File: config.mk
export PLATFORM = sky130hd
export DESIGN_NAME = txdp_top
export DESIGN_NICKNAME = d
export VERILOG_FILES = /design/src/common/txdp_word_pkg.sv /design/src/common/txdp_cfg_pkg.sv /design/src/rtl/txdp_pulse_stretch.sv /design/src/rtl/txdp_top.sv /design/src/rtl/txdp_word_marker.sv /design/src/txdp_fifo/txdp_fifo_store.sv /design/src/txdp_fifo/txdp_fifo_unload.sv
export VERILOG_INCLUDE_DIRS = /design/src /design/src/common
export SDC_FILE = /design/constraint.sdc
export NUM_CORES = 2
export LEC_CHECK = 0
export BUFFER_PORTS_ARGS = -buffer_cell sky130_fd_sc_hd__buf_2
export CORE_ASPECT_RATIO = 1.75
export CORE_MARGIN = 3
export CORE_UTILIZATION = 61
export DETAILED_ROUTE_END_ITERATION = 16
export PLACE_DENSITY = 0.79
export SLEW_MARGIN = 5
export SYNTH_ARGS = -nofsm -noshare
export SYNTH_HDL_FRONTEND = slang
export SYNTH_SLANG_ARGS = --single-unit
File: constraint.sdc
create_clock -name clk -period 5.25 [get_ports clk]
set_input_delay 0.525 -clock clk [delete_from_list [all_inputs] [get_ports clk]]
set_output_delay 0.525 -clock clk [all_outputs]
set_load 0.01 [all_outputs]
File: src/common/txdp_params.svh
`ifndef TXDP_PARAMS_SVH
`define TXDP_PARAMS_SVH

// ---------------------------------------------------------------------------
// Data widths of the transmit path
// ---------------------------------------------------------------------------

// Transmit word as it arrives from the core side
`define TXDP_IN_W 78

// Stored FIFO word, two output halves with marker bits
`define TXDP_WORD_W 80

// One output half toward the lane
`define TXDP_OUT_W 40

// ---------------------------------------------------------------------------
// FIFO geometry and flag stretching
// ---------------------------------------------------------------------------

// Depth is 2 to this power
`define TXDP_ADDR_W 4

`define TXDP_STR_W 3

`endif

File: src/common/txdp_word_pkg.sv
`include "txdp_params.svh"

package txdp_word_pkg;

  // ---------------------------------------------------------------------------
  // Data words
  // ---------------------------------------------------------------------------

  typedef logic [`TXDP_IN_W-1:0] in_word_t;

  // Bit 79 and bit 39 carry the word markers when enabled
  typedef logic [`TXDP_WORD_W-1:0] fifo_word_t;

  typedef logic [`TXDP_OUT_W-1:0] out_word_t;

  // Occupancy 0 to 16, one bit wider than the address
  typedef logic [`TXDP_ADDR_W:0] level_t;

  // ---------------------------------------------------------------------------
  // FIFO status
  // ---------------------------------------------------------------------------

  typedef struct packed {
    logic   full;
    logic   empty;
    logic   pfull;
    logic   pempty;
    logic   ready;
    level_t count;
  } fifo_status_t;

endpackage

File: src/common/txdp_cfg_pkg.sv
`include "txdp_params.svh"

package txdp_cfg_pkg;

  // ---------------------------------------------------------------------------
  // Static configuration
  // ---------------------------------------------------------------------------

  typedef logic [`TXDP_STR_W-1:0] stages_t;

  // Held static while traffic runs
  typedef struct packed {
    logic                 wm_en;
    logic                 double_write;
    logic                 stop_write;
    logic                 stop_read;
    // Partially full at or above this level
    txdp_word_pkg::level_t pfull_thr;
    // Partially empty at or below this level, also the ready threshold
    txdp_word_pkg::level_t pempty_thr;
    stages_t              stretch_stages;
  } txdp_cfg_t;

  // ---------------------------------------------------------------------------
  // Unloader FSM
  // ---------------------------------------------------------------------------

  // Names the beat sent in the previous cycle
  typedef enum logic [1:0] {
    UNLOAD_IDLE,
    UNLOAD_LOW,
    UNLOAD_HIGH
  } unload_state_t;

endpackage

File: src/rtl/txdp_pulse_stretch.sv
`include "txdp_params.svh"

module txdp_pulse_stretch #(
  parameter bit RESET_VAL = 1'b0
) (
  input  logic                  clk,
  input  logic                  arst_n,
  input  txdp_cfg_pkg::stages_t num_stages,
  input  logic                  flag_in,
  output logic                  flag_out
);

  localparam int HIST_N = 1 << `TXDP_STR_W;

  // Newest sample at index 0
  logic [HIST_N-1:0] hist;

  always_ff @(posedge clk or negedge arst_n) begin
    if (!arst_n) begin
      hist <= {HIST_N{RESET_VAL}};
    end else begin
      hist <= {hist[HIST_N-2:0], flag_in};
    end
  end

  // OR over the last num_stages plus 1 samples
  always_comb begin
    flag_out = 1'b0;
    for (int i = 0; i < HIST_N; i++) begin
      if (i <= int'(num_stages)) begin
        flag_out = flag_out | hist[i];
      end
    end
  end

endmodule

File: src/rtl/txdp_top.sv
module txdp_top (
  input  logic                     clk,
  input  logic                     arst_n,
  input  txdp_word_pkg::in_word_t   data_in,
  input  logic                     data_write,
  input  logic                     lpbk_en,
  input  txdp_word_pkg::fifo_word_t lpbk_data,
  input  txdp_cfg_pkg::txdp_cfg_t   cfg,
  input  logic                     data_read,
  output txdp_word_pkg::out_word_t  dout,
  output logic                     dout_valid,
  output logic                     full_flag,
  output logic                     empty_flag,
  output logic                     pfull,
  output logic                     pempty,
  output logic                     fifo_ready
);

  txdp_word_pkg::fifo_word_t   wr_word;
  logic                        wr_strobe;
  txdp_word_pkg::fifo_word_t   rd_word;
  txdp_word_pkg::fifo_status_t status;
  logic                        pop;

  // ---------------------------------------------------------------------------
  // Producer, buffer and consumer
  // ---------------------------------------------------------------------------

  txdp_word_marker u_marker (
    .clk        (clk),
    .arst_n     (arst_n),
    .data_in    (data_in),
    .data_write (data_write),
    .lpbk_en    (lpbk_en),
    .lpbk_data  (lpbk_data),
    .cfg        (cfg),
    .wr_word    (wr_word),
    .wr_strobe  (wr_strobe)
  );

  txdp_fifo_store u_store (
    .clk       (clk),
    .arst_n    (arst_n),
    .wr_word   (wr_word),
    .wr_strobe (wr_strobe),
    .pop       (pop),
    .cfg       (cfg),
    .rd_word   (rd_word),
    .status    (status)
  );

  txdp_fifo_unload u_unload (
    .clk        (clk),
    .arst_n     (arst_n),
    .data_read  (data_read),
    .cfg        (cfg),
    .status     (status),
    .rd_word    (rd_word),
    .pop        (pop),
    .dout       (dout),
    .dout_valid (dout_valid)
  );

  // ---------------------------------------------------------------------------
  // Stretched flags for slow sampling
  // ---------------------------------------------------------------------------

  txdp_pulse_stretch #(
    .RESET_VAL (1'b0)
  ) u_full_stretch (
    .clk        (clk),
    .arst_n     (arst_n),
    .num_stages (cfg.stretch_stages),
    .flag_in    (status.full),
    .flag_out   (full_flag)
  );

  // Empty after reset
  txdp_pulse_stretch #(
    .RESET_VAL (1'b1)
  ) u_empty_stretch (
    .clk        (clk),
    .arst_n     (arst_n),
    .num_stages (cfg.stretch_stages),
    .flag_in    (status.empty),
    .flag_out   (empty_flag)
  );

  assign pfull      = status.pfull;
  assign pempty     = status.pempty;
  assign fifo_ready = status.ready;

endmodule

File: src/rtl/txdp_word_marker.sv
`include "txdp_params.svh"

module txdp_word_marker (
  input  logic                     clk,
  input  logic                     arst_n,
  input  txdp_word_pkg::in_word_t   data_in,
  input  logic                     data_write,
  input  logic                     lpbk_en,
  input  txdp_word_pkg::fifo_word_t lpbk_data,
  input  txdp_cfg_pkg::txdp_cfg_t   cfg,
  output txdp_word_pkg::fifo_word_t wr_word,
  output logic                     wr_strobe
);

  localparam int HALF_W = `TXDP_OUT_W;
  localparam int PAD_W  = `TXDP_WORD_W - `TXDP_IN_W;

  txdp_word_pkg::fifo_word_t word_c;
  logic                      strobe_c;

  // Input select, loopback wins over marker insertion
  always_comb begin
    if (lpbk_en) begin
      word_c = lpbk_data;
    end else if (cfg.wm_en) begin
      // Marker 1 on the high half, 0 on the low half
      word_c = {1'b1, data_in[`TXDP_IN_W-1:HALF_W-1], 1'b0, data_in[HALF_W-2:0]};
    end else begin
      word_c = {{PAD_W{1'b0}}, data_in};
    end
  end

  assign strobe_c = data_write & ~cfg.stop_write;

  always_ff @(posedge clk or negedge arst_n) begin
    if (!arst_n) begin
      wr_strobe <= 1'b0;
    end else begin
      wr_strobe <= strobe_c;
    end
  end

  always_ff @(posedge clk) begin
    wr_word <= word_c;
  end

endmodule

File: src/txdp_fifo/txdp_fifo_store.sv
`include "txdp_params.svh"

module txdp_fifo_store (
  input  logic                       clk,
  input  logic                       arst_n,
  input  txdp_word_pkg::fifo_word_t   wr_word,
  input  logic                       wr_strobe,
  input  logic                       pop,
  input  txdp_cfg_pkg::txdp_cfg_t     cfg,
  output txdp_word_pkg::fifo_word_t   rd_word,
  output txdp_word_pkg::fifo_status_t status
);

  localparam int DEPTH = 1 << `TXDP_ADDR_W;

  typedef logic [`TXDP_ADDR_W-1:0] ptr_t;

  txdp_word_pkg::fifo_word_t mem [DEPTH];

  ptr_t                  wr_ptr;
  ptr_t                  rd_ptr;
  txdp_word_pkg::level_t count;
  txdp_word_pkg::level_t count_next;
  logic                  push;
  logic                  pull;
  logic                  full;
  logic                  empty;
  logic                  ready_q;

  // ---------------------------------------------------------------------------
  // Occupancy
  // ---------------------------------------------------------------------------

  assign full  = (count == txdp_word_pkg::level_t'(DEPTH));
  assign empty = (count == '0);

  // A strobe while full is lost
  assign push = wr_strobe & ~full;
  assign pull = pop & ~empty;

  always_comb begin
    case ({push, pull})
      2'b10:   count_next = count + txdp_word_pkg::level_t'(1);
      2'b01:   count_next = count - txdp_word_pkg::level_t'(1);
      default: count_next = count;
    endcase
  end

  always_ff @(posedge clk or negedge arst_n) begin
    if (!arst_n) begin
      wr_ptr <= '0;
      rd_ptr <= '0;
      count  <= '0;
    end else begin
      if (push) begin
        wr_ptr <= wr_ptr + 1'b1;
      end
      if (pull) begin
        rd_ptr <= rd_ptr + 1'b1;
      end
      count <= count_next;
    end
  end

  // ---------------------------------------------------------------------------
  // Storage
  // ---------------------------------------------------------------------------

  always_ff @(posedge clk) begin
    if (push) begin
      mem[wr_ptr] <= wr_word;
    end
  end

  // Head word, valid while not empty
  assign rd_word = mem[rd_ptr];

  // ---------------------------------------------------------------------------
  // Ready and flags
  // ---------------------------------------------------------------------------

  // Sticky, rises on the same edge the count crosses the threshold
  always_ff @(posedge clk or negedge arst_n) begin
    if (!arst_n) begin
      ready_q <= 1'b0;
    end else if (count_next > cfg.pempty_thr) begin
      ready_q <= 1'b1;
    end
  end

  always_comb begin
    status.full   = full;
    status.empty  = empty;
    status.pfull  = (count >= cfg.pfull_thr);
    status.pempty = (count <= cfg.pempty_thr);
    status.ready  = ready_q;
    status.count  = count;
  end

endmodule

File: src/txdp_fifo/txdp_fifo_unload.sv
`include "txdp_params.svh"

module txdp_fifo_unload (
  input  logic                       clk,
  input  logic                       arst_n,
  input  logic                       data_read,
  input  txdp_cfg_pkg::txdp_cfg_t     cfg,
  input  txdp_word_pkg::fifo_status_t status,
  input  txdp_word_pkg::fifo_word_t   rd_word,
  output logic                       pop,
  output txdp_word_pkg::out_word_t    dout,
  output logic                       dout_valid
);

  localparam int HALF_W = `TXDP_OUT_W;

  txdp_cfg_pkg::unload_state_t state;
  txdp_cfg_pkg::unload_state_t state_next;
  txdp_word_pkg::out_word_t    hi_hold;
  logic                        can_pop;
  logic                        send_high;

  // ---------------------------------------------------------------------------
  // Pop decision
  // ---------------------------------------------------------------------------

  assign can_pop = data_read & ~cfg.stop_read & status.ready & ~status.empty;

  // High half owes a beat right after a low half
  assign send_high = cfg.double_write && (state == txdp_cfg_pkg::UNLOAD_LOW);

  assign pop = can_pop & ~send_high;

  always_comb begin
    if (pop) begin
      state_next = txdp_cfg_pkg::UNLOAD_LOW;
    end else if (send_high) begin
      state_next = txdp_cfg_pkg::UNLOAD_HIGH;
    end else begin
      state_next = txdp_cfg_pkg::UNLOAD_IDLE;
    end
  end

  always_ff @(posedge clk or negedge arst_n) begin
    if (!arst_n) begin
      state      <= txdp_cfg_pkg::UNLOAD_IDLE;
      dout_valid <= 1'b0;
    end else begin
      state      <= state_next;
      dout_valid <= pop | send_high;
    end
  end

  // ---------------------------------------------------------------------------
  // Output halves
  // ---------------------------------------------------------------------------

  always_ff @(posedge clk) begin
    if (pop) begin
      dout    <= rd_word[HALF_W-1:0];
      hi_hold <= rd_word[2*HALF_W-1:HALF_W];
    end else if (send_high) begin
      dout <= hi_hold;
    end
  end

endmodule
==> out/summary.txt <==
status - completed
layout cell share with drive strength beyond 1 - 0.309
CTS Buf Count - 119
DRT iter0 DRCs - 3372
Max VDD drop - 0.000373 V
vias per inst - 6.61
dpl ws - 1600 ps
Distinct cells, synth - 53
Final Cycle Share - 0.709
hold depth - 3
Layout area overhead - 12.9%
min-delay worst type - input port to flip-flop
area share of the largest cell type after synthesis - 0.735
RePlAce Congestion - 0.799
Worst-Skew Late Latency - 730 ps
Worst path max stage delay - 980 ps
crit-path cells - or4_4, o211ai_4, buf_4, or2_2, buf_4, o221ai_1
Top delay family on crit path - simple AND/OR/NAND/NOR gates
EDFF count, synth - 1360
number of diodes - 0
Final WS setup - 1530 ps
total vias in the final route - 26700
Layout Nets - 2966
hold slack - 39.7 ps
Root Buffer - clkbuf_16
total die area - 0.0948 sq mm
endpoints failing setup - 0
min cycle time layout - 3720 ps
Fin. Hold Viols - 0
most common cell after layout, fill and taps aside - edfxtp_1
Rows - 145
Core ar. - 0.0898 sq mm
Critical R2R Launch - u_store.count[1]
# Max-Cap Violations - 0
CP max stage cell - or2_2
overall routing resource usage - 0.273
sequential group share of total power - 0.488
combinational share of power - 0.222
Critical Path AT - 4170 ps
largest net degree at the start of global routing - 84
first-pass GRT wire length - 187000 um
RSZ-0062 raised after global routing - no
Leak - 0.0206 uW
Max Buffers Root-to-Sink - 3
share of synthesized flip-flops with an asynchronous set or reset - 0.0231
CTS tree - yes
most frequent cells in the layout - edfxtp_1 (1360), mux4_2 (360), buf_2 (224), mux2i_1 (120), clkbuf_16 (120)
post-synth net total - 2632
CP endpoint kind - flip-flop
initial core utilization - 0.618
Post-Route Utilization - 0.698
antenna viol nets, final - 0
IO Pins - 226
drt drc - 0
Bufs and invs on worst path - 2
vias in the first global route - 28400
GRT Residual Overflow - 0
critical path class - flip-flop to flip-flop
YS warnings - 0
Top FF cell, synth - edfxtp_1
Fin Setup TNS - 0 ps
cell area after synthesis - 0.0555 sq mm
Highest Clock Rate - 0.269 GHz
reg2reg setup slack - 1530 ps
CP startpoint kind - flip-flop
cell type with the highest aggregate area in the netlist - edfxtp_1
Initial DRT Pass Iterations - 5
worst path required time - 5700 ps
clk sinks - 1474
post-synthesis sequential area ratio - 0.780
I/O Buffers - 225
Slew @ Worst Pin - 1120 ps
height of the die - 405 um
Final HPWL DP - 64200 um
Clock transition at path regs - 70 ps
Internal - 22100 uW
Max Clock Skew - 17.5 ps
clock group share of total power - 0.291
PostCTS Resize Cnt - 0
H-tree depth - 3
Syn Area/Cell - 22.9 sq um
hold path endpoint - u_marker.wr_word[67]
Sw Share - 0.270
CP dominant cell by count - buf_4
Synth area leaders - edfxtp_1 (74%), mux4_2 (15%), dfxtp_1 (2.9%), mux2i_1 (2.2%), dfrtp_1 (1.2%)
r2r endpoint - u_unload.dout[35]
FF+latch count, synth - 1474
Hold Crit Start - lpbk_data[67]
crit-path max FO - 46
Cells after Synth - 2430
Net Sw Power - 8170 uW
setup bufs post-CTS - 0
wire per inst - 31.2 um
worst reg2reg path depth - 6
Routed WL - 126000 um
Slew HR - 0.255
initial antenna violation count - 2
Slew Limit Fails - 0
PD cells - 482 mW/mm^2
die span in x - 234 um
## cell type report
cell class              instances  area [sq um]
multi-input cells             811         11600
clock buffers                 149          3160
flip-flops and latches       1474         43300
fillers                      5025         27100
clock inverters                75           652
well taps                    1176          1470
inverters                      17          63.8
repair buffers                341          2410
## synth_stat cells (all sizes together) (5+ instances only)
cell type  count
edfxtp      1360
mux4         360
mux2i        120
nand2         93
dfxtp         80
buf           66
clkbuf        62
o21ai         47
mux2          41
o221ai        40
dfrtp         26
ha            22
inv           17
and2          13
xnor2          9
a21oi          8
dfstp          8
nor2           8
a21o           5
## worst reg2reg max path, delay by kind of cell, from the launching register on
| kind | cells | cell delay [ps] |
|---|---|---|
| AO/OA/AOI/OAI | 2 | 370 |
| buffers and inverters | 2 | 890 |
| flip-flops | 1 | 510 |
| AND/OR/NAND/NOR | 2 | 1670 |
## state kept, by name (all words and copies together), names as in the netlist, 2 cells and up
signal,cells
u_empty_stretch.hist,8
u_full_stretch.hist,8
u_marker.wr_word,80
u_store.count,5
u_store.mem,1280
u_store.rd_ptr,4
u_store.wr_ptr,4
u_unload.dout,40
u_unload.hi_hold,40
u_unload.state,2
## repair_timing
| item | 4_1_cts | 5_1_grt |
|---|---|---|
| endpoints found under the hold margin | 72 | 0 |
| endpoints found under the setup margin | 0 | 0 |
| hold buffers | 66 | 0 |
## stage by stage
| stage | area (sq um) | instances | total power (uW) |
|---|---|---|---|
| floorplan | 55500 | 2430 | 19600 |
| global placement | 58300 | 3753 | 21300 |
| detailed placement | 58300 | 3753 | 21600 |
| CTS | 62700 | 4043 | 30400 |
| global route | 62700 | 4043 | 31300 |
| finish | 62700 | 4043 | 30300 |
## routing by layer
metal / up-vias / track usage / wire length (um)
met3: 292 / 0.0387 / 9350
met2: 1474 / 0.459 / 66000
met1: 14100 / 0.366 / 46000
met4: 2 / 0.112 / 4660
li1: 10800 / - / -
met5: - / 0 / 13
## logic make-up (layout without fill, tap and decap cells)
group,after synthesis,after routing,share of synthesized area
AOI/OAI and AO/OA,117,117,0.0144
xor gates and xnor gates,11,11,0.00173
adders and majority gates,23,23,0.00514
buffers and inverters,145,582,0.0116
DFF,1474,1474,0.780
muxes,521,521,0.176
and+or+nand+nor,139,139,0.0115
## worst max-delay path by stage
stage                     startpoint                end  slack, ps  cells past startpoint
detailed placement  u_store.count[1]  u_unload.dout[35]       1600                      6
global placement    u_store.count[1]  u_unload.dout[31]       1700                      6
finish              u_store.count[1]  u_unload.dout[35]       1530                      6
global route        u_store.count[1]    u_store.ready_q       1390                     15
floorplan           u_store.count[2]  u_store.mem[4][0]       1430                      7
CTS                 u_store.count[1]  u_unload.dout[35]       1580                      6
## power by group through the flow
stage	clock network, uW	logic, uW	registers [uW]
2_1_floorplan	0	5190	14400
3_3_place_gp	0	6430	14900
3_5_place_dp	0	6620	15000
4_1_cts	8910	6780	14700
5_1_grt	9300	7130	14800
6_report	8800	6700	14800
Power figures use the tool's default switching activity.
